File: config.mk
export PLATFORM = sky130hd
export DESIGN_NAME = cellFetchFsm
export DESIGN_NICKNAME = d
export VERILOG_FILES = /design/src/design/vgaTextPkg.sv /design/src/design/cellFetchFsm.sv
export VERILOG_INCLUDE_DIRS = /design/src /design/src/include
export SDC_FILE = /design/constraint.sdc
export NUM_CORES = 1
export LEC_CHECK = 0
export BUFFER_PORTS_ARGS = -buffer_cell sky130_fd_sc_hd__buf_2
export CAP_MARGIN = 15
export CORE_ASPECT_RATIO = 1.25
export CORE_MARGIN = 2
export CORE_UTILIZATION = 41
export DETAILED_ROUTE_END_ITERATION = 10
export PLACE_DENSITY = 0.82
export SYNTH_ARGS = -nofsm -noshare
export SYNTH_HDL_FRONTEND = slang
export SYNTH_SLANG_ARGS = --single-unit
File: constraint.sdc
create_clock -name CLK -period 6.4 [get_ports CLK]
set_input_delay 1.28 -clock CLK [delete_from_list [all_inputs] [get_ports CLK]]
set_output_delay 1.28 -clock CLK [all_outputs]
set_load 0.05 [all_outputs]
File: src/include/vgaText_defines.svh
// VGA text display constants
// Raster timing for 640x480 at 60 Hz, text grid geometry and the bus address map
`ifndef VGATEXT_DEFINES_SVH
`define VGATEXT_DEFINES_SVH

// Horizontal timing in pixels
`define H_ACTIVE 640
`define H_FRONT 16
`define H_SYNC 96
`define H_BACK 48

// Vertical timing in lines
`define V_ACTIVE 480
`define V_FRONT 10
`define V_SYNC 2
`define V_BACK 33

// Text grid, cells of 8 by 16 pixels
`define TEXT_COLS 80
`define TEXT_ROWS 30
`define CELL_W 8
`define CELL_H 16

// Bus word address map
`define VRAM_WORDS 600     // Four characters per word
`define CTRL_ADDR 'h258
`define GLYPH_BASE 'h400
`define GLYPH_WORDS 512    // 128 glyphs, four words each, top row in low byte
`define AVL_ADDR_W 11

`endif

File: src/design/vgaTextPkg.sv
// VGA text display types
// Bus request, color, control register layout, raster position and cell load
`default_nettype none
`include "vgaText_defines.svh"

package vgaTextPkg;

    // One Avalon-MM request as the slave sees it
    typedef struct packed {
        logic                   cs;
        logic                   read;
        logic                   write;
        logic [3:0]             byteEn;
        logic [`AVL_ADDR_W-1:0] addr;       // Word address
        logic [31:0]            writeData;
    } avlReqT;

    // 12-bit color, red in the top nibble
    typedef struct packed {
        logic [3:0] r;
        logic [3:0] g;
        logic [3:0] b;
    } colorT;

    // Control register, same bit layout as the original block
    typedef struct packed {
        logic [6:0] rsvd;      // Bits 31:25
        colorT      fgd;       // Bits 24:13
        colorT      bkg;       // Bits 12:1
        logic       vsyncTgl;  // Flips once per frame
    } ctrlRegT;

    // Beam position from the timing generator
    typedef struct packed {
        logic [9:0] x;          // Pixel within line, blanking included
        logic [9:0] y;          // Line within frame
        logic       active;
        logic [3:0] cellPhase;  // CLK count inside the 8-pixel cell
    } rasterPosT;

    // One glyph row handed from fetch to shifter
    typedef struct packed {
        logic [7:0] glyphRow;   // MSB is the leftmost pixel
        logic       inverse;
        logic       load;
    } cellLoadT;

endpackage

`default_nettype wire

File: src/design/cellFetchFsm.sv
// Per-cell fetch sequencer
// Runs one cell ahead of the beam: reads the VRAM word, picks the character,
// reads its glyph word and hands the glyph row to the shifter at the cell edge
`default_nettype none
`include "vgaText_defines.svh"

module cellFetchFsm import vgaTextPkg::*;
(
    input  wire                              CLK,
    input  wire                              RESET,
    input  wire rasterPosT                   pos,
    output logic [$clog2(`VRAM_WORDS)-1:0]   vramAddr,
    input  wire [31:0]                       vramData,
    output logic [$clog2(`GLYPH_WORDS)-1:0]  glyphAddr,
    input  wire [31:0]                       glyphData,
    output cellLoadT                         cellLoad
);

    localparam int VAW       = $clog2(`VRAM_WORDS);
    localparam int H_CELLS   = (`H_ACTIVE + `H_FRONT + `H_SYNC + `H_BACK) / `CELL_W;
    localparam int V_TOTAL   = `V_ACTIVE + `V_FRONT + `V_SYNC + `V_BACK;
    localparam int ROW_WORDS = `TEXT_COLS / 4;

    typedef enum logic [1:0] {IDLE, VRAM_RD, GLYPH_RD, HOLD} fetchStateT;

    fetchStateT state;
    fetchStateT nextState;
    logic       lastCell;     // Beam in the last cell of the line
    logic [6:0] lookCol;      // Cell that starts 8 pixels later
    logic [9:0] lookY;
    logic       lookActive;
    logic [7:0] charReg;      // Character byte between the two reads

    assign lastCell = pos.x[9:3] == 7'(H_CELLS - 1);

    // Lookahead wraps into the next line, and into line 0 after the frame
    always_comb
    begin
        lookCol = pos.x[9:3] + 7'd1;
        lookY   = pos.y;
        if (lastCell)
        begin
            lookCol = '0;
            lookY   = (pos.y == 10'(V_TOTAL - 1)) ? '0 : pos.y + 10'd1;
        end
    end

    assign lookActive = lookCol < 7'(`TEXT_COLS) && lookY < 10'(`TEXT_ROWS * `CELL_H);

    // Text row times 20, plus four cells per word
    assign vramAddr  = VAW'(lookY / `CELL_H) * VAW'(ROW_WORDS) + VAW'(lookCol / 4);
    // 7-bit code picks the glyph, glyph row bits 3:2 the word
    assign glyphAddr = {charReg[6:0], lookY[3:2]};

    always_ff @(posedge CLK)
    begin
        if (RESET)
            state <= IDLE;
        else
            state <= nextState;
    end

    always_comb
    begin
        nextState = state;
        case (state)
            IDLE:
            begin
                if (pos.cellPhase == 4'd2 && lookActive)
                    nextState = VRAM_RD;    // Address already on the port
            end
            VRAM_RD:  nextState = GLYPH_RD;
            GLYPH_RD: nextState = HOLD;     // Glyph RAM latches this cycle
            HOLD:
            begin
                if (pos.cellPhase == 4'd15)
                    nextState = IDLE;
            end
            default:  nextState = IDLE;
        endcase
    end

    always_ff @(posedge CLK)
    begin
        if (state == VRAM_RD)
            charReg <= vramData[{lookCol[1:0], 3'b000} +: 8];  // Column mod 4
    end

    always_comb
    begin
        cellLoad.glyphRow = glyphData[{lookY[1:0], 3'b000} +: 8];
        cellLoad.inverse  = charReg[7];
        cellLoad.load     = (state == HOLD) && (pos.cellPhase == 4'd15);
    end

    // Load only at the cell edge, 13 CLK after its VRAM read began
    loadTiming: assert property (@(posedge CLK) disable iff (RESET)
        cellLoad.load |-> pos.cellPhase == 4'd15
            && $past(state == IDLE && pos.cellPhase == 4'd2, 13))
        else $error("cell load outside the fetch window");

endmodule

`default_nettype wire

==> summary.txt <==
Logic synthesis
  – Synth area leaders: edfxtp_1 15%, ha_1 14%, mux4_2 11%, mux2i_1 5.6%, xnor2_1 5.4%
  – Synth Area per Inst: 9.570 um^2
  – Yosys top cell area share: 0.1494
  – Synth Warn #: 0
  – Syn_nets: 279
  – Area leader, netlist: edfxtp_1
  – Sequential element share of the synthesized area: 0.1743
  – Syn Std Cell Area: 0.001608 mm^2
  – Synth Register Bits: 10
  – Synth Instances: 168
  – Post-synth cell types: 38

Die
  – Die area: 0.004442 mm^2
  – Row count: 25
  – Die H: 74.02 um
  – Die width: 60.01 um
  – CORE AREA: 0.003785 mm^2
  – Io pins: 120
  – Initial Util: 0.4248

STA
  – Endpoints failing setup: 0
  – RSZ-0062 raised after global routing: false
  – Slew Limit Fails: 0
  – Least-Margin Pin Slew: 0.6264 ns
  – Period minus WS final: 6.004 ns
  – Hold slack: 0.5211 ns
  – Tcrit/Tclk final: 0.9381
  – Slew headroom: 0.5808
  – Final total negative setup slack: 0 ns
  – Layout Skew: 0.002879 ns
  – Fmax: 0.1666 GHz
  – Fin. Hold Viols: 0

Power
  – Sequential power share: 0.211
  – Logic pwr share: 0.629
  – Static leakage: 0.001088 uW
  – Net Sw Frac: 0.4788
  – Pint: 214.1 uW
  – Psw: 196.7 uW
  – VDD IR-drop max: 0.07613 mV
  – Pwr/cell area: 179.7 mW/mm^2
  – Clock power share: 0.160

Clock tree
  – H-Tree Depth: 1
  – Clock transition at path regs: 0.04 ns
  – Clock Latency Late Sink: 0.23 ns
  – Post-CTS setup buffer count: 0
  – CTS tree: done
  – Clk buf depth: 2
  – CTS root buf: clkbuf_8
  – # hold bufs at CTS: 0
  – CTS Sinks: 10
  – Num CTS Buffers: 3

Placed design
  – DPL Wire Length: 4051 um
  – GP Congestion: 0.8395
  – Port bufs: 115

Global routing
  – Largest net degree at the start of global routing: 9
  – GR Util All Layers: 0.1902
  – Vias in the first global route: 1668
  – Initial antenna violation count: 0
  – First-pass GRT wire length: 6720 um
  – GRT overflow: 0

Setup path
  – Crit path DAT: 4.72 ns
  – Crit-path slowest cell: fa_1
  – Startpoint class of the critical path: primary input
  – Max Fanout on Critical Path: 7
  – CP max stage delay: 0.48 ns
  – Endpoint type of the worst setup path: primary output
  – Worst path cell trace: buf_2 -> ha_1 -> nand4bb_2 -> nor3b_4 -> nand4_1 -> nor2_1 -> xor2_1 -> ha_1 -> fa_1 -> xnor2_1 -> nor3_1 -> nand2_1 -> xor2_1 -> xnor2_1 -> buf_2
  – WS Path Type: primary input to primary output
  – Kind of cell adding the most delay to the critical path: simple AND/OR/NAND/NOR gates
  – Required time of the critical path: 5.12 ns
  – WP buf/inv: 2

Routing
  – Via density: 5.242
  – Vias post-DR: 1777
  – 1st-iter DRT viols: 37
  – TritonRoute pass-1 iters: 4
  – DRT antenna net count: 0
  – DR WL/cell: 13.51 um
  – Post-Route WL: 4579 um
  – DRC viols: 0

Finish
  – Antenna cells: 0
  – Layout area overhead: 42.18%
  – Layout cells sized above 1: 0.4877
  – Fillers: 349
  – NumNets Final: 397

Run
  – Max-cap check violation count: 0

Hold path
  – HP Class: flip-flop to flip-flop

Status
  – Run status: finished clean
[worst min-delay path, stage by stage, from the launching register on]
cell and delay (ns):
dfxtp_1 0.33, nand2b_1 0.08, mux2i_1 0.06
[repair_timing]
item,CTS,global route
endpoints found under the hold margin,0,0
endpoints found under the setup margin,0,1
gates resized for setup,0,1
[flip-flops by register name, indices dropped and copies added (netlist names)]
register / flops
state: 2
charReg: 8
[final timing paths]
path / from / end / slack [ns] / cells past startpoint
max reg2reg: state[0]$_SDFFE_PP0P_ / state[0]$_SDFFE_PP0P_ / 5.05 / 5
min: state[1]$_SDFFE_PP0P_ / state[1]$_SDFFE_PP0P_ / 0.52 / 2
min reg2reg: state[1]$_SDFFE_PP0P_ / state[1]$_SDFFE_PP0P_ / 0.52 / 2
max: pos[18] / vramAddr[9] / 0.40 / 15
[synth_stat cells]
| cell type | n |
|---|---|
| ha_1 | 18 |
| a21oi_1 | 13 |
| nor2_1 | 12 |
| nand3_1 | 11 |
| xnor2_1 | 10 |
| xor2_1 | 10 |
| mux2i_1 | 9 |
| edfxtp_1 | 8 |
| mux4_2 | 8 |
| o22ai_1 | 8 |
| inv_1 | 7 |
| nand2_1 | 7 |
| nand4_1 | 6 |
| nor3_1 | 6 |
| a21o_1 | 4 |
| and2_1 | 2 |
| buf_1 | 2 |
| buf_6 | 2 |
| dfxtp_1 | 2 |
| fa_1 | 2 |
| mux2_2 | 2 |
| nand2b_1 | 2 |
| nor4_2 | 2 |
| a221oi_1 | 1 |
| a41oi_1 | 1 |
| a41oi_2 | 1 |
| and3_1 | 1 |
| nand4b_1 | 1 |
| nand4bb_1 | 1 |
| nor2_4 | 1 |
| nor3b_1 | 1 |
| nor3b_4 | 1 |
| nor4bb_1 | 1 |
| o21a_1 | 1 |
| o21ai_0 | 1 |
| o21ai_2 | 1 |
| or2_4 | 1 |
| or3b_4 | 1 |
[cell usage in the layout (no fill, tap or decap), drive strengths merged]
master,Yosys,routed
nand4b,1,1
nand4bb,1,1
mux2,2,2
o21a,1,1
nor3b,2,2
a41oi,2,2
fa,2,2
ha,18,18
o21ai,2,2
nand2,7,7
and3,1,1
mux2i,9,9
nor4,2,2
nand2b,2,2
inv,7,7
nor4bb,1,1
or3b,1,1
a221oi,1,1
and2,2,2
nor2,13,13
nand3,11,11
dfxtp,2,2
a21oi,13,13
clkbuf,0,4
o22ai,8,8
nand4,6,6
a21o,4,4
edfxtp,8,8
xor2,10,10
mux4,8,8
buf,4,117
or2,1,1
xnor2,10,10
nor3,6,6
[power groups by stage]
stage / Combinational (uW) / Sequential, uW / Clock (uW)
detailed placement: 258 / 87.8 / 0
finish: 259 / 86.7 / 65.6
global route: 275 / 87.4 / 70.6
CTS: 259 / 86.7 / 65.8
global placement: 252 / 87.5 / 0
floorplan: 165 / 110 / 0
[metal layers]
metal,global-route usage,part of all wire,up-vias
met4,0.02222,0,0
met2,0.3841,0.56,79
li1,-,-,876
met1,0.2164,0.39,822
met5,0,0,-
met3,0.01565,0.046,0
[per-stage QoR]
step | setup WS (ns) | std cells | area [um^2] | utilization | power [uW]
6_report | 0.3959 | 339 | 2286 | 0.6040 | 410.8
5_1_grt | 0.08263 | 339 | 2286 | 0.6040 | 433.5
4_1_cts | 0.2557 | 339 | 2281 | 0.6026 | 411.4
3_5_place_dp | 0.2545 | 335 | 2236 | 0.5907 | 346.0
3_3_place_gp | 0.3624 | 335 | 2236 | 0.5907 | 339.7
2_1_floorplan | 0.3364 | 168 | 1608 | - | 275.5
[kinds of logic (layout without fill, tap and decap cells)]
group	Yosys count	after routing	synth area share
AND/OR/NAND/NOR	57	57	0.2101
AO/OA/AOI/OAI	31	31	0.1245
adder cells (fa/ha/maj)	20	20	0.1650
XOR/XNOR	20	20	0.1089
multiplexers	19	19	0.1821
buffers and inverters	11	128	0.03502
flip-flops	10	10	0.1743
[cell type report]
type                            count  area (um^2)  share of cell area
Clock buffer                        4        45.04             0.01970
Sequential cell                    10        280.3              0.1226
Tap cell                           54        67.56             0.02956
Timing Repair Buffer              117        590.6              0.2583
Multi-Input combinational cell    147         1276              0.5583
Inverter                            7        26.28             0.01149
Power figures use the tool's default switching activity.
