File: src/include/vgaText_defines.svh
// VGA text display constants
// Raster timing for 640x480 at 60 Hz, text grid geometry and the bus address map
`ifndef VGATEXT_DEFINES_SVH
`define VGATEXT_DEFINES_SVH

// Horizontal timing in pixels
`define H_ACTIVE 640
`define H_FRONT 16
`define H_SYNC 96
`define H_BACK 48

// Vertical timing in lines
`define V_ACTIVE 480
`define V_FRONT 10
`define V_SYNC 2
`define V_BACK 33

// Text grid, cells of 8 by 16 pixels
`define TEXT_COLS 80
`define TEXT_ROWS 30
`define CELL_W 8
`define CELL_H 16

// Bus word address map
`define VRAM_WORDS 600     // Four characters per word
`define CTRL_ADDR 'h258
`define GLYPH_BASE 'h400
`define GLYPH_WORDS 512    // 128 glyphs, four words each, top row in low byte
`define AVL_ADDR_W 11

`endif

File: src/design/vgaTextPkg.sv
// VGA text display types
// Bus request, color, control register layout, raster position and cell load
`default_nettype none
`include "vgaText_defines.svh"

package vgaTextPkg;

    // One Avalon-MM request as the slave sees it
    typedef struct packed {
        logic                   cs;
        logic                   read;
        logic                   write;
        logic [3:0]             byteEn;
        logic [`AVL_ADDR_W-1:0] addr;       // Word address
        logic [31:0]            writeData;
    } avlReqT;

    // 12-bit color, red in the top nibble
    typedef struct packed {
        logic [3:0] r;
        logic [3:0] g;
        logic [3:0] b;
    } colorT;

    // Control register, same bit layout as the original block
    typedef struct packed {
        logic [6:0] rsvd;      // Bits 31:25
        colorT      fgd;       // Bits 24:13
        colorT      bkg;       // Bits 12:1
        logic       vsyncTgl;  // Flips once per frame
    } ctrlRegT;

    // Beam position from the timing generator
    typedef struct packed {
        logic [9:0] x;          // Pixel within line, blanking included
        logic [9:0] y;          // Line within frame
        logic       active;
        logic [3:0] cellPhase;  // CLK count inside the 8-pixel cell
    } rasterPosT;

    // One glyph row handed from fetch to shifter
    typedef struct packed {
        logic [7:0] glyphRow;   // MSB is the leftmost pixel
        logic       inverse;
        logic       load;
    } cellLoadT;

endpackage

`default_nettype wire

File: src/design/pixelShifter.sv
// Glyph row shifter and output stage
// Shifts the row out MSB first, applies inverse and the colors,
// and registers the colors with the syncs so they stay aligned
`default_nettype none

module pixelShifter import vgaTextPkg::*;
(
    input  wire            CLK,
    input  wire            RESET,
    input  wire            pixEn,
    input  wire cellLoadT  cellLoad,
    input  wire ctrlRegT   ctrl,
    input  wire            hsIn,
    input  wire            vsIn,
    input  wire            blankIn,
    output colorT          rgb,
    output logic           hs,
    output logic           vs,
    output logic           blank
);

    logic [7:0] shiftReg;
    logic       invReg;
    logic       pixOn;      // Foreground after inverse
    colorT      pixColor;

    // Load lands on the last pixEn of the previous cell
    always_ff @(posedge CLK)
    begin
        if (cellLoad.load)
        begin
            shiftReg <= cellLoad.glyphRow;
            invReg   <= cellLoad.inverse;
        end
        else if (pixEn)
            shiftReg <= {shiftReg[6:0], 1'b0};
    end

    assign pixOn    = shiftReg[7] ^ invReg;
    assign pixColor = pixOn ? ctrl.fgd : ctrl.bkg;

    always_ff @(posedge CLK)
    begin
        if (RESET)
        begin
            rgb   <= '0;
            hs    <= 1'b1;
            vs    <= 1'b1;
            blank <= 1'b0;
        end
        else if (pixEn)
        begin
            rgb   <= blankIn ? pixColor : '0;   // Black in blanking
            hs    <= hsIn;                      // One pixel, same as rgb
            vs    <= vsIn;
            blank <= blankIn;
        end
    end

endmodule

`default_nettype wire

File: config.mk
export PLATFORM = sky130hd
export DESIGN_NAME = pixelShifter
export DESIGN_NICKNAME = d
export VERILOG_FILES = /design/src/design/vgaTextPkg.sv /design/src/design/pixelShifter.sv
export VERILOG_INCLUDE_DIRS = /design/src /design/src/include
export SDC_FILE = /design/constraint.sdc
export NUM_CORES = 1
export LEC_CHECK = 0
export BUFFER_PORTS_ARGS = -buffer_cell sky130_fd_sc_hd__buf_2
export CAP_MARGIN = 20
export CORE_AREA = 2 2 59 44
export CTS_BUF_LIST = sky130_fd_sc_hd__clkbuf_8
export DETAILED_ROUTE_END_ITERATION = 8
export DIE_AREA = 0 0 61 46
export GPL_ROUTABILITY_DRIVEN = 0
export PLACE_DENSITY = 0.83
export SYNTH_ARGS = -nofsm -noshare
export SYNTH_HDL_FRONTEND = slang
export SYNTH_SLANG_ARGS = --single-unit
File: constraint.sdc
create_clock -name CLK -period 2.6 [get_ports CLK]
set_clock_uncertainty 0.2 [all_clocks]
set_input_delay 0.52 -clock CLK [delete_from_list [all_inputs] [get_ports CLK]]
set_output_delay 0.52 -clock CLK [all_outputs]
set_load 0.02 [all_outputs]
==> results of run 1 <==
## through the flow
stage	worst slack, ns	cell area, um2	util, %	power (uW)	instances
2_1_floorplan	1.10	988	-	536	83
3_3_place_gp	0.872	1280	55.4	580	167
3_5_place_dp	0.802	1280	55.4	589	167
4_1_cts	1.08	1330	57.8	834	171
5_1_grt	0.958	1330	57.8	861	171
6_report	1.07	1330	57.8	823	171
## registers in the layout, indices dropped and copies added, names as in the netlist
signal	cells
rgb	12
shiftReg	8
blank	1
hs	1
invReg	1
vs	1
## per-layer routing
metal / track usage, % / up-vias / wire [um]
met3: 5.68 / 2 / 78
met1: 15.5 / 376 / 785
met2: 30.5 / 19 / 1210
li1: - / 400 / -
met5: 0 / - / 0
met4: 5.65 / 0 / 12
## cell families after synthesis
group                  share of synthesized area, %
flip-flops                                     57.7
AO/OA/AOI/OAI                                  7.85
AND/OR/NAND/NOR                                8.61
multiplexers                                   21.1
XOR/XNOR                                       1.65
buffers and inverters                          3.04
## worst max-delay path: cells and delay by family
kind                   cells  cell delay (ns)
AND/OR/NAND/NOR            2             0.75
buffers and inverters      1             0.15
AO/OA/AOI/OAI              1             0.10
## cells in the final DEF (no fill, tap or decap), types with 2 or more instances in the layout
cell and instances:
o21ai_1 10, nor2b_1 2, nor2_1 2, buf_2 54, mux2i_1 13, o21ai_0 2
a211o_1 2, dfxtp_1 15, clkbuf_8 4, mux2_2 7, nand2_1 12, edfxtp_1 9
## layout make-up
type,count,area (um2)
fill,206,975
multi-input combinational,54,388
timing repair buffer,55,278
clock buffer,4,55.1
tap,34,42.5
sequential,24,571
## synth_stat cells (all sizes together)
master  number
dfxtp       15
mux2i       13
nand2       12
o21ai       12
edfxtp       9
mux2         7
buf          4
a211o        2
nor2         2
nor2b        2
and2         1
clkbuf       1
nand3b       1
or2          1
xnor2        1
## path summary, 6_finish.rpt
check / cells after the start / end / slack, ns
max reg2reg: 4 / rgb[2] / 1.12
max: 4 / rgb[9] / 1.07
min: 1 / invReg / 0.23
min reg2reg: 2 / rgb[10] / 0.25
## power groups by stage
stage / sequential [uW] / combinational, uW / clock [uW]
final: 431 / 147 / 245
after global placement: 438 / 142 / 0
after global routing: 434 / 161 / 267
after floorplan: 455 / 81.0 / 0
after CTS: 431 / 149 / 254
after detailed placement: 440 / 149 / 0
==> metrics.txt, run 1 <==
# TYPE chip_impl_metric gauge
chip_impl_info{name="status",value="complete, no violations"} 1
chip_impl_info{name="synth.largest_area_cell",value="dfxtp_1"} 1
chip_impl_metric{name="timing.final.setup_violations",unit=""} 0
chip_impl_metric{name="max_slew.worst_pin.slew",unit="ns"} 0.775
chip_impl_metric{name="synthDistinctLibCells",unit=""} 17
chip_impl_metric{name="clkTransAtPathRegs",unit="ns"} 0.08
chip_impl_metric{name="pin_count_of_the_biggest_net_entering_global_routing",unit=""} 14
chip_impl_metric{name="syn2layout_area_growth",unit="%"} 34.9
chip_impl_metric{name="pin_count",unit=""} 63
chip_impl_metric{name="number_of_port_buffers",unit=""} 54
chip_impl_metric{name="wl_per_cell",unit="um"} 12.2
chip_impl_metric{name="placeableCoreArea",unit="mm2"} 0.00231
chip_impl_metric{name="worst_ir_drop_vdd",unit="mV"} 0.411
chip_impl_metric{name="combPwrFrac",unit="%"} 17.8
chip_impl_metric{name="globalRouteTotalUtil",unit="%"} 15.8
chip_impl_metric{name="p_seq_share",unit="%"} 52.4
chip_impl_metric{name="clock_tree.htree_level_count",unit=""} 1
chip_impl_metric{name="mapped_cell_area",unit="um2"} 988
chip_impl_metric{name="layout_worst_path_cycle_share",unit="%"} 59.0
chip_impl_info{name="grt_setup_unrepaired",value="false"} 1
chip_impl_metric{name="route.antenna.remaining_nets",unit=""} 0
chip_impl_metric{name="timing.hold.ws",unit="ns"} 0.233
chip_impl_metric{name="achievable-frequency",unit="GHz"} 0.652
chip_impl_info{name="cts_root_buf",value="clkbuf_8"} 1
chip_impl_metric{name="timing.final.hold_violations",unit=""} 0
chip_impl_metric{name="synthesis.nets",unit=""} 131
chip_impl_metric{name="hold_buffers",unit=""} 0
chip_impl_metric{name="worst_endpoint_data_arrival_time",unit="ns"} 1.52
chip_impl_metric{name="rows",unit=""} 15
chip_impl_info{name="crit_path_cells",value="buf_2 > nor2_1 > nand2_1 > o21ai_1"} 1
chip_impl_metric{name="required",unit="ns"} 2.59
chip_impl_metric{name="yosys.area.top_type_share",unit="%"} 30.4
chip_impl_info{name="synth.top_cells.by_area",value="dfxtp_1 30%, edfxtp_1 27%, mux2i_1 13%, mux2_2 8.0%, o21ai_1 5.1%"} 1
chip_impl_metric{name="grt_first_pass_wirelength",unit="um"} 3200
chip_impl_metric{name="die_height",unit="um"} 46
chip_impl_info{name="setup.worst_path.class",value="in -> reg"} 1
chip_impl_info{name="regToRegStartpoint",value="invReg"} 1
chip_impl_metric{name="number_of_design_rule_violations_left_by_the_first_detailed_router_iteration",unit=""} 12
chip_impl_metric{name="yosys_warnings",unit=""} 0
chip_impl_metric{name="initial_core_util",unit="%"} 42.8
chip_impl_metric{name="critical-path-max-stage-delay",unit="ns"} 0.62
chip_impl_metric{name="detail_route.vias_per_cell",unit=""} 4.66
chip_impl_info{name="cts_tree",value="done"} 1
chip_impl_metric{name="routed_wl",unit="um"} 2090
chip_impl_metric{name="antennaDiodeCount",unit=""} 0
chip_impl_metric{name="post_route_cells_drive_above_1_share",unit="%"} 49.6
chip_impl_metric{name="max_cap_viol_count",unit=""} 0
chip_impl_metric{name="hpwl",unit="um"} 1680
chip_impl_metric{name="power_density",unit="mW/mm2"} 617
chip_impl_info{name="standard_cell_with_the_maximum_stage_delay_on_the_critical_path",value="nor2_1"} 1
chip_impl_metric{name="drt_first_pass_iters",unit=""} 4
chip_impl_metric{name="first_global_vias",unit=""} 799
chip_impl_metric{name="setup-tns-final",unit="ns"} 0
chip_impl_info{name="critical_path_sink_type",value="flop"} 1
chip_impl_metric{name="final_net_count",unit=""} 186
chip_impl_metric{name="grt-ovfl-total",unit=""} 0
chip_impl_metric{name="initial_antenna_violation_count",unit=""} 0
chip_impl_metric{name="numCtsBuffers",unit=""} 3
chip_impl_metric{name="synth_cells",unit=""} 83
chip_impl_metric{name="post-route-min-period",unit="ns"} 1.53
chip_impl_metric{name="yosys_register_bits",unit=""} 24
chip_impl_metric{name="power.static_leakage",unit="uW"} 0.000637
chip_impl_info{name="hold_path_class",value="in -> reg"} 1
chip_impl_metric{name="relSlewSlack",unit="%"} 48.1
chip_impl_metric{name="num_vias",unit=""} 797
chip_impl_metric{name="drc_errors",unit=""} 0
chip_impl_metric{name="cts_buffer_depth",unit=""} 2
chip_impl_metric{name="ys_seq_area_share",unit="%"} 57.7
chip_impl_metric{name="power.switching_fraction",unit="%"} 23.5
chip_impl_metric{name="post_cts.resized_instances",unit=""} 0
chip_impl_metric{name="worst_skew_pair.late_latency",unit="ns"} 0.26
chip_impl_metric{name="die-width",unit="um"} 61
chip_impl_metric{name="clockPowerShare",unit="%"} 29.8
chip_impl_info{name="startpoint_type",value="input port"} 1
chip_impl_metric{name="internal_power",unit="uW"} 630
chip_impl_info{name="holdCritStartpoint",value="cellLoad[1]"} 1
chip_impl_metric{name="floorplan.die_area",unit="mm2"} 0.00281
chip_impl_metric{name="cts_post_setup_buffers_inserted",unit=""} 0
chip_impl_metric{name="final_slew_violations",unit=""} 0
chip_impl_metric{name="syn_area_cell",unit="um2"} 11.9
chip_impl_metric{name="cp_max_fo",unit=""} 12
chip_impl_metric{name="power.net_switching",unit="uW"} 193
chip_impl_info{name="crit_start",value="pixEn"} 1
chip_impl_metric{name="cts_sinks",unit=""} 24
(Power assumes the default switching activity.)
==> run 2: changes to the inputs <==
CORE_AREA = 2 2 61 46   (was 2 2 59 44)
DIE_AREA = 0 0 63 48   (was 0 0 61 46)
PLACE_DENSITY = 0.78   (was 0.83)
clock period = 1.5 ns   (was 2.6 ns; I/O delays follow)
==> metrics.txt, run 2 (same netlist as run 1, synthesis figures left out) <==
# TYPE chip_impl_metric gauge
chip_impl_metric{name="pin_count_of_the_biggest_net_entering_global_routing",unit=""} 14
chip_impl_metric{name="layout_worst_path_cycle_share",unit="%"} 98.3
chip_impl_metric{name="floorplan.die_area",unit="mm2"} 0.00302
chip_impl_info{name="cts_root_buf",value="clkbuf_8"} 1
chip_impl_metric{name="timing.final.ws_setup",unit="ns"} 0.0259
chip_impl_metric{name="num_vias",unit=""} 810
chip_impl_metric{name="worst_skew_pair.late_latency",unit="ns"} 0.26
chip_impl_metric{name="pin_count",unit=""} 63
chip_impl_info{name="max_flop_register",value="rgb"} 1
chip_impl_metric{name="initial_antenna_violation_count",unit=""} 0
chip_impl_metric{name="worst_endpoint_data_arrival_time",unit="ns"} 1.42
chip_impl_metric{name="grt_first_pass_wirelength",unit="um"} 3180
chip_impl_metric{name="hpwl",unit="um"} 1690
chip_impl_metric{name="number_of_port_buffers",unit=""} 54
chip_impl_metric{name="cp_max_fo",unit=""} 6
chip_impl_metric{name="max_slew.worst_pin.slew",unit="ns"} 0.799
chip_impl_info{name="holdCritStartpoint",value="cellLoad[1]"} 1
chip_impl_info{name="critical_path_sink_type",value="flop"} 1
chip_impl_metric{name="post-route-min-period",unit="ns"} 1.47
chip_impl_metric{name="cts_sinks",unit=""} 24
chip_impl_metric{name="power_density",unit="mW/mm2"} 1060
chip_impl_metric{name="post_route_cells_drive_above_1_share",unit="%"} 51.8
chip_impl_info{name="status",value="complete, no violations"} 1
chip_impl_metric{name="first_global_vias",unit=""} 749
chip_impl_info{name="crit_start",value="shiftReg[7]"} 1
chip_impl_metric{name="clock_tree.htree_level_count",unit=""} 1
chip_impl_metric{name="globalRouteTotalUtil",unit="%"} 14.0
chip_impl_metric{name="relSlewSlack",unit="%"} 46.6
chip_impl_metric{name="finalNonFillerCells",unit=""} 175
chip_impl_metric{name="dpl_worst_slack",unit="ns"} -0.0914
chip_impl_metric{name="die-width",unit="um"} 63
chip_impl_metric{name="finish.instance_area",unit="mm2"} 0.00141
chip_impl_info{name="grt_setup_unrepaired",value="true"} 1
chip_impl_metric{name="syn2layout_area_growth",unit="%"} 42.3
chip_impl_metric{name="max_cap_viol_count",unit=""} 0
chip_impl_metric{name="clkTransAtPathRegs",unit="ns"} 0.07
chip_impl_info{name="setup.worst_path.class",value="reg -> reg"} 1
chip_impl_metric{name="grt-ovfl-total",unit=""} 0
chip_impl_metric{name="timing.final.setup_violations",unit=""} 0
chip_impl_metric{name="routed_wl",unit="um"} 2170
chip_impl_metric{name="antennaDiodeCount",unit=""} 0
chip_impl_metric{name="rows",unit=""} 15
chip_impl_metric{name="final_slew_violations",unit=""} 0
chip_impl_info{name="top_regs",value="rgb (12), shiftReg (8)"} 1
chip_impl_metric{name="post-layout-total-power",unit="uW"} 1490
chip_impl_metric{name="layout.core_utilization",unit="%"} 59.0
chip_impl_metric{name="numCtsBuffers",unit=""} 3
chip_impl_info{name="final_common_cell",value="buf_2"} 1
chip_impl_metric{name="initial_core_util",unit="%"} 41.5
chip_impl_info{name="cts_tree",value="done"} 1
chip_impl_metric{name="wl_per_cell",unit="um"} 12.4
chip_impl_metric{name="placed_cell_area",unit="mm2"} 0.00130
chip_impl_metric{name="largest_register_ffs",unit=""} 12
chip_impl_metric{name="drt_first_pass_iters",unit=""} 4
chip_impl_metric{name="power.static_leakage",unit="uW"} 0.000667
chip_impl_metric{name="final_net_count",unit=""} 190
chip_impl_metric{name="achievable-frequency",unit="GHz"} 0.678
chip_impl_info{name="startpoint_type",value="flop"} 1
chip_impl_info{name="regToRegStartpoint",value="shiftReg[7]"} 1
chip_impl_metric{name="timing.final.hold_violations",unit=""} 0
chip_impl_metric{name="die_height",unit="um"} 48
chip_impl_metric{name="layout.filler_cells",unit=""} 212
chip_impl_metric{name="post-place-cells",unit=""} 168
chip_impl_metric{name="route.antenna.remaining_nets",unit=""} 0
chip_impl_metric{name="drc_errors",unit=""} 0
chip_impl_metric{name="detail_route.vias_per_cell",unit=""} 4.63
chip_impl_info{name="hold_path_class",value="in -> reg"} 1
chip_impl_metric{name="number_of_design_rule_violations_left_by_the_first_detailed_router_iteration",unit=""} 20
chip_impl_metric{name="required",unit="ns"} 1.45
chip_impl_metric{name="hold_buffers",unit=""} 0
chip_impl_metric{name="worst_ir_drop_vdd",unit="mV"} 0.708
chip_impl_metric{name="cts_buffer_depth",unit=""} 2
chip_impl_metric{name="reg2reg_setup_slack",unit="ns"} 0.03
chip_impl_info{name="most_used_cells_in_the_layout_excluding_fill_and_tap_cells",value="54 x buf_2, 15 x dfxtp_1, 12 x mux2i_1, 12 x nand2_1, 12 x o21ai_1"} 1
chip_impl_metric{name="placeableCoreArea",unit="mm2"} 0.00238
## run 2: timing repair
action                                  4_1_cts  5_1_grt
setup buffers                                 0        2
resized for setup                             0        4
endpoints found under the setup margin        0        2
## run 2: layout make-up
class | count | area [um2] | area share (%)
repair buffers | 59 | 338 | 24.0
multi-input cells | 54 | 400 | 28.5
flip-flops and latches | 24 | 571 | 40.6
clock buffers | 4 | 55.1 | 3.91
well taps | 34 | 42.5 | 3.02
## run 2: critical path, cell delays in order, from the launching register on
cell      delay [ns]
edfxtp_1        0.41
xnor2_2         0.19
buf_4           0.14
buf_12          0.12
mux2i_4         0.21
o21ai_1         0.08
## run 2: path summary, 6_finish.rpt
kind                                to  cells after the start
worst min-delay path            invReg                      1
worst max register to register  rgb[5]                      5
worst min register to register  rgb[7]                      2
worst max-delay path            rgb[5]                      5
## run 2: metrics by stage
step	setup TNS (ns)	hold slack, ns
after floorplan	0	0.172
after global placement	-0.00311	0.234
after detailed placement	-0.587	0.241
after CTS	0	0.0153
after global routing	-0.0627	0.0120
final	0	0.0238
## run 2: power by group
group | internal, uW | switching (uW)
Sequential | 728 | 19.4
Clock | 234 | 184
Combinational | 182 | 143
Total | 1140 | 346
## run 2: per-layer routing
layer,GRT usage [%],wire (um),vias up
met2,29.8,1220,19
met5,0,0,-
met1,14.2,859,382
met3,3.76,91,0
met4,4.00,0,0
li1,-,-,409
