### src/include/vgaText_defines.svh
// VGA text display constants
// Raster timing for 640x480 at 60 Hz, text grid geometry and the bus address map
`ifndef VGATEXT_DEFINES_SVH
`define VGATEXT_DEFINES_SVH

// Horizontal timing in pixels
`define H_ACTIVE 640
`define H_FRONT 16
`define H_SYNC 96
`define H_BACK 48

// Vertical timing in lines
`define V_ACTIVE 480
`define V_FRONT 10
`define V_SYNC 2
`define V_BACK 33

// Text grid, cells of 8 by 16 pixels
`define TEXT_COLS 80
`define TEXT_ROWS 30
`define CELL_W 8
`define CELL_H 16

// Bus word address map
`define VRAM_WORDS 600     // Four characters per word
`define CTRL_ADDR 'h258
`define GLYPH_BASE 'h400
`define GLYPH_WORDS 512    // 128 glyphs, four words each, top row in low byte
`define AVL_ADDR_W 11

`endif

### src/design/vgaTextPkg.sv
// VGA text display types
// Bus request, color, control register layout, raster position and cell load
`default_nettype none
`include "vgaText_defines.svh"

package vgaTextPkg;

    // One Avalon-MM request as the slave sees it
    typedef struct packed {
        logic                   cs;
        logic                   read;
        logic                   write;
        logic [3:0]             byteEn;
        logic [`AVL_ADDR_W-1:0] addr;       // Word address
        logic [31:0]            writeData;
    } avlReqT;

    // 12-bit color, red in the top nibble
    typedef struct packed {
        logic [3:0] r;
        logic [3:0] g;
        logic [3:0] b;
    } colorT;

    // Control register, same bit layout as the original block
    typedef struct packed {
        logic [6:0] rsvd;      // Bits 31:25
        colorT      fgd;       // Bits 24:13
        colorT      bkg;       // Bits 12:1
        logic       vsyncTgl;  // Flips once per frame
    } ctrlRegT;

    // Beam position from the timing generator
    typedef struct packed {
        logic [9:0] x;          // Pixel within line, blanking included
        logic [9:0] y;          // Line within frame
        logic       active;
        logic [3:0] cellPhase;  // CLK count inside the 8-pixel cell
    } rasterPosT;

    // One glyph row handed from fetch to shifter
    typedef struct packed {
        logic [7:0] glyphRow;   // MSB is the leftmost pixel
        logic       inverse;
        logic       load;
    } cellLoadT;

endpackage

`default_nettype wire

### src/design/vgaTiming.sv
// Raster timing generator
// Halves CLK to the pixel rate, counts pixels and lines, and derives
// sync, blank and the beam's phase inside its character cell
`default_nettype none
`include "vgaText_defines.svh"

module vgaTiming import vgaTextPkg::*;
(
    input  wire        CLK,
    input  wire        RESET,
    output logic       pixEn,       // High on every second CLK
    output rasterPosT  pos,
    output logic       hsRaw,
    output logic       vsRaw,
    output logic       blankRaw,    // High in the visible area
    output logic       frameStart   // One CLK when vsRaw falls
);

    localparam int H_TOTAL  = `H_ACTIVE + `H_FRONT + `H_SYNC + `H_BACK;
    localparam int V_TOTAL  = `V_ACTIVE + `V_FRONT + `V_SYNC + `V_BACK;
    localparam int HS_START = `H_ACTIVE + `H_FRONT;
    localparam int VS_START = `V_ACTIVE + `V_FRONT;

    logic       pixTick;   // Second CLK of the pixel when high
    logic [9:0] hCnt;
    logic [9:0] vCnt;
    logic       vsPrev;

    always_ff @(posedge CLK)
    begin
        if (RESET)
        begin
            pixTick <= 1'b0;
            hCnt    <= '0;
            vCnt    <= '0;
            vsPrev  <= 1'b1;
        end
        else
        begin
            pixTick <= ~pixTick;
            vsPrev  <= vsRaw;
            if (pixEn)
            begin
                if (hCnt == 10'(H_TOTAL - 1))
                begin
                    hCnt <= '0;
                    // Frame wrap after the back porch
                    vCnt <= (vCnt == 10'(V_TOTAL - 1)) ? '0 : vCnt + 10'd1;
                end
                else
                    hCnt <= hCnt + 10'd1;
            end
        end
    end

    assign pixEn = pixTick;

    // Both syncs active low
    assign hsRaw = !(hCnt >= 10'(HS_START) && hCnt < 10'(HS_START + `H_SYNC));
    assign vsRaw = !(vCnt >= 10'(VS_START) && vCnt < 10'(VS_START + `V_SYNC));
    assign blankRaw = (hCnt < 10'(`H_ACTIVE)) && (vCnt < 10'(`V_ACTIVE));
    assign frameStart = vsPrev && !vsRaw;

    always_comb
    begin
        pos.x         = hCnt;
        pos.y         = vCnt;
        pos.active    = blankRaw;
        pos.cellPhase = {hCnt[2:0], pixTick};  // 8 pixels of 2 CLK each
    end

    // Each hs pulse lasts exactly H_SYNC pixels
    hsWidth: assert property (@(posedge CLK) disable iff (RESET)
        $rose(hsRaw) |-> $past(!hsRaw, 2 * `H_SYNC) && $past(hsRaw, 2 * `H_SYNC + 1))
        else $error("hs pulse width is not H_SYNC pixels");

endmodule

`default_nettype wire

### config.mk
export PLATFORM = sky130hd
export DESIGN_NAME = vgaTiming
export DESIGN_NICKNAME = d
export VERILOG_FILES = /design/src/design/vgaTextPkg.sv /design/src/design/vgaTiming.sv
export VERILOG_INCLUDE_DIRS = /design/src /design/src/include
export SDC_FILE = /design/constraint.sdc
export NUM_CORES = 1
export LEC_CHECK = 0
export ABC_AREA = 1
export BUFFER_PORTS_ARGS = -buffer_cell sky130_fd_sc_hd__buf_2
export CAP_MARGIN = 20
export CELL_PAD_IN_SITES_DETAIL_PLACEMENT = 0
export CELL_PAD_IN_SITES_GLOBAL_PLACEMENT = 1
export CORE_MARGIN = 8
export CORE_UTILIZATION = 39
export DETAILED_ROUTE_END_ITERATION = 10
export PLACE_DENSITY_LB_ADDON = 0.1
export SYNTH_ARGS = -nofsm -noshare
export SYNTH_HDL_FRONTEND = slang
export SYNTH_SLANG_ARGS = --single-unit
export TNS_END_PERCENT = 50
### constraint.sdc
create_clock -name CLK -period 4.4 [get_ports CLK]
set_clock_uncertainty 0.1 [all_clocks]
set_input_delay 0.22 -clock CLK [delete_from_list [all_inputs] [get_ports CLK]]
set_output_delay 0.22 -clock CLK [all_outputs]
set_load 0.1 [all_outputs]
==> impl_metrics.toml, run 1 <==
[drt]
vias = 1250
wl_mm = 3.20
ant_nets = 0
drtIter0Drc = 75
drt_drc_violations_left = 0
drt-wirelength-per-cell_um = 11.9
firstDrtPassIters = 4
vias_per_cell = 4.65

[timing]
hold_slack_ps = 142
final_hold_viol_count = 0
min_period_ps = 2120
rsz0062_at_grt = "false"
finalCritPeriodShare_pct = 48.1
fin_setup_tns_ps = 0
worst_pin_slew_ps = 494
setup_violations = 0
slew_headroom_pct = 67.3
slew_viol_final = 0
worst_slack_ps = 2280
max_freq_mhz = 472

[critical_path]
cp.arrival_ps = 1800
worst-endpoint-required_ps = 4080
max_stage_delay_ps = 470
r2r_cells = 8
cpMaxStageDelayCell = "dfxtp_1"
endpoint_kind = "primary output"
path_cells = "nand2_1, nor2_1, nand2_1, nor2_1, buf_2"
path_max_fanout = 7
crit_type = "register to primary output"
start_kind = "register"

[placement]
io_buffers = 31
place.gp.congestion = 0.823
post-place-ws_ps = 2640
hpwlAfterDp_mm = 2.57

[power]
p_leak_nw = 0.698
power_density_mw_per_mm2 = 241
vdd.ir_drop.worst_v = 0.000107

[die]
fp.dieW_um = 74.1
fp.coreArea_mm2 = 0.00328
die-height_um = 74.1
die_area_mm2 = 0.00549
rows = 21
start_util_pct = 40.1
io_pins = 32

[min_path]
hp-class = "primary input to register"
hold_depth = 2

[layout]
layout_commonest_cell = "nand2_1"
num_antenna_cells = 0
mostFrequentLayoutCells = "nand2_1 (52), nor2_1 (34), buf_2 (31), inv_1 (26), dfxtp_1 (22)"
area_growth_syn_to_layout_pct = 14.7
post-route-util_pct = 46.0
layout-drive-gt1-share_pct = 22.9
nets = 231

[clock_network]
cts-resized-gates = 0
ctsHtreeMaxLevel = 1
cts_tree = "done"
cts_buffer_depth = 2
post_cts_buffers = 0
clk_pin_slew_worst_paths_ps = 130
postCtsHoldBufs = 0
numCtsBuffers = 3
root_buffer = "clkbuf_4"
clock-sinks = 22
clock_latency_ps = 310

[yosys]
synth_top_family_by_area = "simple AND/OR/NAND/NOR gates"
muxShareOfSynthArea_pct = 0
yosysSeqAreaShare_pct = 33.4
synth_compound_area_share_pct = 5.60
yosys.area_share.simple_pct = 41.5
yosysWarningCount = 0
synth_xor_area_share_pct = 2.66
ys_ff_latch = 22
synth.avg_cell_area_um2 = 6.76
mappedNetlistArea_mm2 = 0.00132
ys_types = 22
synthCells = 195
yosys.area_share.adder_pct = 4.75
syn-num-nets = 202

[grt]
overflow = 0
grt_max_degree = 17
grt_pass1_wl_mm = 5.64
grtUsageTotal_pct = 12.8
grt_pass1_vias = 1253
antenna_found_initial = 0

[run_status]
status = "completed"

[job]
drv_cap = 0
cell families (layout without fill, tap and decap cells):
kind of cell | count (synthesis) | count (layout)
AO/OA/AOI/OAI | 11 | 11
XOR/XNOR | 4 | 4
adder cells (fa/ha/maj) | 5 | 5
buffers and inverters | 33 | 61
flip-flops | 22 | 22
AND/OR/NAND/NOR | 120 | 120
flip-flops by register name, summed over array words and instances (netlist names):
register  count
hCnt         10
vsPrev        1
pixEn         1
vCnt         10
critical path, delay by kind of cell (launching register included):
| family | cells | cell delay, ps |
|---|---|---|
| AND/OR/NAND/NOR | 4 | 590 |
| flip-flops | 1 | 470 |
| buffers and inverters | 1 | 430 |
power by group:
| group | internal (W) | switching [W] |
|---|---|---|
| Sequential | 0.000201 | 0.00000374 |
| Combinational | 0.00000563 | 0.0000382 |
| Clock | 0.0000505 | 0.0000653 |
| Total | 0.000257 | 0.000107 |
worst paths after layout:
kind | from | endpoint | slack, ps
worst max-delay path | vCnt[6] | frameStart | 2280
worst min-delay path | RESET | vCnt[5] | 140
worst max register to register | vCnt[0] | vCnt[8] | 2720
worst min register to register | hCnt[8] | hCnt[8] | 440
cells in the mapped netlist:
master    count  area [µm²]
a21oi_1       3        15.0
a21oi_2       3        26.3
buf_12        1        20.0
buf_4         5        37.5
clkbuf_1      1        3.75
dfxtp_1      22         440
ha_1          5        62.6
inv_1        26        97.6
nand2_1      52         195
nand2_2       2        12.5
nand3_1      17        85.1
nand3_2       5        50.1
nand4_1       4        25.0
nor2_1       34         128
nor2_2        2        12.5
nor2_8        1        20.0
nor3_1        1        5.00
nor3b_1       1        7.51
nor4_1        1        6.26
o21ai_0       3        15.0
o21ai_2       2        17.5
xor2_1        4        35.0
through the flow:
stage | power [W] | instance area [µm²] | std cells
2_1_floorplan | 0.000249 | 1320 | 195
3_5_place_dp | 0.000254 | 1480 | 265
6_report | 0.000365 | 1510 | 269
4_1_cts | 0.000370 | 1510 | 269
5_1_grt | 0.000382 | 1510 | 269
3_3_place_gp | 0.000254 | 1480 | 265
routing by layer:
metal / up-vias / part of all wire [%] / track usage, %
li1: 663 / - / -
met1: 561 / 44 / 15.0
met2: 24 / 51 / 22.3
met3: 2 / 5.1 / 2.96
met4: 0 / 0.62 / 4.21
met5: - / 0 / 0
layout make-up:
| class | count | area (µm²) |
|---|---|---|
| clock buffers | 4 | 36.3 |
| fillers | 358 | 1770 |
| inverters | 26 | 97.6 |
| multi-input cells | 140 | 724 |
| flip-flops and latches | 22 | 440 |
| well taps | 46 | 57.6 |
| repair buffers | 31 | 155 |
No activity file was read; power rests on OpenSTA's default activity.
==> run 2, diff against run 1 <==
Settings changed: CORE_UTILIZATION 39 to 36.
Clock period 4.4 ns to 2 ns, I/O delays scaled along.
==> run 2 against run 1 <==
Largest cell class unchanged; first-iteration DRC count shrank 21%; sequential share of layout area grew 0.74 points; highest routed layer unchanged; cell area grew 7.8%; sequential cell count is the same; wire length grew 7.6%; utilization shrank 0.49 points; worst hold slack gained 270 ps; critical path type unchanged; count of clock-buffer cells in the layout shrank 1; combinational power grew 120%; cell count grew 1.5%; critical endpoint is now blankRaw; clock power grew to 3.1 times the previous value.
==> impl_metrics.toml, run 2 (synthesized netlist as in run 1, its figures left out) <==
[timing]
final_hold_viol_count = 0
slew_headroom_pct = 67.4
worst_pin_slew_ps = 492
slew_viol_final = 0
min_period_ps = 1810
max_freq_mhz = 554
worst_slack_ps = 194
finalCritPeriodShare_pct = 90.3
setup_violations = 0
rsz0062_at_grt = "false"

[die]
start_util_pct = 36.8
fp.dieW_um = 76.5
die_area_mm2 = 0.00585
rows = 22
die-height_um = 76.5
fp.coreArea_mm2 = 0.00358
io_pins = 32

[critical_path]
crit_start = "vCnt[9]"
endpoint_kind = "primary output"
cp.arrival_ps = 1610
worst-endpoint-required_ps = 1800
r2r_end = "vCnt[3]"
r2r_cells = 8
start_kind = "register"
r2r_slack_ps = 340
path_max_fanout = 5
worstSetupEndpoint = "blankRaw"
crit_type = "register to primary output"
reg2reg_from = "hCnt[0]"

[layout]
area_growth_syn_to_layout_pct = 23.6
fillers = 387
num_antenna_cells = 0
layout_commonest_cell = "nand2_1"
fin_cells = 273
reg.largest.list = "hCnt (10), vCnt (10)"
nets = 233
layout-drive-gt1-share_pct = 34.7
mostFrequentLayoutCells = "nand2_1 (51), nor2_1 (32), buf_2 (29), inv_1 (25), nand3_1 (16)"
multi_input_area_um2 = 751
regArea_um2 = 487
final_area_mm2 = 0.00163

[grt]
grt_pass1_vias = 1233
antenna_found_initial = 0
overflow = 0
grt_pass1_wl_mm = 5.66
grt_max_degree = 17
grtUsageTotal_pct = 11.7

[placement]
place.gp.congestion = 0.788
placed_cell_area_mm2 = 0.00156
io_buffers = 31
placed_cells = 268
hpwlAfterDp_mm = 2.68
post-place-ws_ps = 368

[clock_network]
cts_tree = "done"
cts_buffer_depth = 2
numCtsBuffers = 3
clock_latency_ps = 320
post_cts_buffers = 0
ctsHtreeMaxLevel = 1
clock-sinks = 22
root_buffer = "clkbuf_4"
clk_pin_slew_worst_paths_ps = 130

[drt]
vias_per_cell = 4.70
vias = 1283
ant_nets = 0
drt-wirelength-per-cell_um = 12.6
firstDrtPassIters = 4
drtIter0Drc = 59
drt_drc_violations_left = 0
wl_mm = 3.44

[min_path]
hp-class = "register to register"
min-delay-start = "hCnt[8]"

[run_status]
status = "completed"

[power]
total_power_w = 0.000895
vdd.ir_drop.worst_v = 0.000254
p_leak_nw = 0.735
power_density_mw_per_mm2 = 549

[job]
drv_cap = 0
run 2: power by group:
part	internal [W]	switching, W	leakage (nW)	total, W
sequential	0.000433	0.00000860	0.190	0.000441
clock	0.000203	0.000152	0.0279	0.000355
combinational	0.0000140	0.0000847	0.517	0.0000987
total	0.000649	0.000246	0.735	0.000895
run 2: worst max-delay path: stages (launching register included):
cell and delay, ps:
dfxtp_4 420, inv_2 60, nand3_2 60, nor2_2 70
nor4_4 220, buf_2 470
run 2: worst min path at each step:
stage	to	slack [ps]	depth (start not counted)
6_report	hCnt[8]	410	2
3_3_place_gp	vCnt[8]	360	2
2_1_floorplan	vsPrev	180	2
3_5_place_dp	vCnt[6]	370	2
5_1_grt	hCnt[8]	440	2
4_1_cts	vCnt[6]	6	2
run 2: cell type report:
class | instances | area share (%)
sequential | 22 | 29.9
inverter | 26 | 5.99
clock inverter | 1 | 1.84
timing repair buffer | 33 | 11.1
tap | 48 | 3.69
multi-input combinational | 140 | 46.1
clock buffer | 3 | 1.38
run 2: per-stage QoR:
stage	utilization [%]	hold WS [ps]	TNS [ps]
after detailed placement	43.5	367	0
after global routing	45.5	436	0
after CTS	45.0	5.77	0
final	45.5	414	0
after global placement	43.5	357	0
after floorplan	-	177	-615
run 2: metal layers:
layer	wire length [µm]	GRT usage (%)	up-vias
li1	-	-	670
met1	1450	12.0	579
met2	1750	21.1	29
met3	201	4.01	5
met4	47	5.00	0
met5	0	0	-
run 2: timing repair:
item,4_1_cts,5_1_grt
endpoints found under the setup margin,0,2
hold endpoints to repair,0,1
resized for setup,0,4
hold buffers,0,1
==> run 3, diff against run 2 <==
Settings changed: BUFFER_PORTS_ARGS -buffer_cell sky130_fd_sc_hd__buf_2 to -buffer_cell sky130_fd_sc_hd__buf_4.
==> run 3 against run 2 <==
Critical path depth grew 2; die area is the same; wire length shrank 0.90%; cell area grew 3.7%; cell count grew 0.37%; power shrank 11%; via count shrank 1.4%; worst hold slack gained 4.6 ps; register-to-register slack gained 40 ps; critical path type unchanged; highest routed layer unchanged.
==> impl_metrics.toml, run 3 (synthesized netlist as in run 1, its figures left out) <==
[placement]
place.gp.congestion = 0.776
placed_cell_area_mm2 = 0.00164
io_buffers = 31
hpwlAfterDp_mm = 2.70

[clock_network]
cts_buffer_depth = 2
ctsHtreeMaxLevel = 1
clk_pin_slew_worst_paths_ps = 130
root_buffer = "clkbuf_4"
clock_latency_ps = 310
post_cts_buffers = 0
numCtsBuffers = 3
clock-sinks = 22
postCtsHoldBufs = 1
cts-resized-gates = 0
cts_tree = "done"

[timing]
slew_viol_final = 0
setup_violations = 0
worst_pin_slew_ps = 281
slew_headroom_pct = 81.4
finalCritPeriodShare_pct = 91.7
min_period_ps = 1830
max_freq_mhz = 545
fin_setup_tns_ps = 0
final_hold_viol_count = 0
rsz0062_at_grt = "false"

[die]
fp.coreArea_mm2 = 0.00358
rows = 22
die_area_mm2 = 0.00585
start_util_pct = 36.8
die-height_um = 76.5
io_pins = 32
fp.dieW_um = 76.5

[layout]
final_area_mm2 = 0.00169
mostFrequentLayoutCells = "nand2_1 (51), buf_4 (33), nor2_1 (32), inv_1 (25), nand3_1 (16)"
area_growth_syn_to_layout_pct = 28.2
layout_commonest_cell = "nand2_1"
nets = 234
num_antenna_cells = 0
fillers = 371
reg.largest.list = "hCnt (10), vCnt (10)"
layout-drive-gt1-share_pct = 35.0

[grt]
antenna_found_initial = 0
grt_pass1_vias = 1289
grtUsageTotal_pct = 11.8
grt_pass1_wl_mm = 5.81
grt_max_degree = 17
overflow = 0

[critical_path]
cp_common_cell = "nor2_1"
path_cells = "inv_1, ha_1, nor2_1, nor2_1, nand2_2, nor2_4, buf_4"
r2r_slack_ps = 380
start_kind = "register"
crit_type = "register to primary output"
reg2reg_from = "hCnt[0]"
cpMaxStageDelayCell = "dfxtp_2"
crit_family = "buffers and inverters"
crit_start = "vCnt[0]"
crit_buf_inv = 2
r2r_end = "vCnt[3]"
cp.arrival_ps = 1630
endpoint_kind = "primary output"
path_max_fanout = 6
r2r_cells = 8
worst-endpoint-required_ps = 1800
max_stage_delay_ps = 380
worstSetupEndpoint = "frameStart"
worst-path-stages = 7

[drt]
drtIter0Drc = 72
wl_mm = 3.41
ant_nets = 0
vias_per_cell = 4.62
vias = 1265
drt-wirelength-per-cell_um = 12.5
drt_drc_violations_left = 0
firstDrtPassIters = 4

[power]
power_density_mw_per_mm2 = 474
p_leak_nw = 0.738
vdd.ir_drop.worst_v = 0.000182

[job]
drv_cap = 0

[min_path]
hp-class = "register to register"

[run_status]
status = "completed"
==> run 3: power breakdown <==
group          total, W  switching [W]  internal (W)
sequential     0.000442     0.00000911      0.000433
combinational  0.000104      0.0000844     0.0000194
clock          0.000254       0.000143      0.000111
total          0.000800       0.000237      0.000563
==> run 3: area by class of cell <==
cell class                      count  area, µm²  share of cell area [%]
Multi-Input combinational cell    140        751                    44.4
Tap cell                           48       60.1                    3.56
Timing Repair Buffer               34        258                    15.3
Inverter                           26       97.6                    5.78
Clock buffer                        4       36.3                    2.15
Sequential cell                    22        487                    28.8
==> run 3: per-stage QoR <==
step	utilization, %	hold WS [ps]	setup slack [ps]	power (W)	cells
floorplan	-	177	-384	0.000538	195
global placement	45.9	274	472	0.000554	269
detailed placement	45.9	271	403	0.000555	269
CTS	47.2	417	147	0.000808	274
global route	47.2	447	61.7	0.000830	274
finish	47.2	419	166	0.000800	274
==> run 3: worst min-delay path, cell delays in order, from the launching register on <==
cell	delay, ps
dfxtp_2	370
inv_1	70
a21oi_1	60
==> run 3: how the worst min path moves through the flow <==
stage / start / endpoint / slack, ps / depth (start not counted)
floorplan: RESET / vsPrev / 180 / 2
global placement: RESET / vCnt[6] / 270 / 2
detailed placement: RESET / vCnt[6] / 270 / 2
CTS: hCnt[8] / hCnt[8] / 420 / 2
global route: hCnt[8] / hCnt[8] / 450 / 2
finish: hCnt[8] / hCnt[8] / 420 / 2
==> run 3: routing by layer <==
metal / track usage, % / up-vias / share of wire (%)
li1: - / 670 / -
met4: 3.46 / 0 / 0.62
met5: 0 / - / 0
met1: 12.0 / 575 / 44
met2: 23.0 / 18 / 52
met3: 2.83 / 2 / 3.8
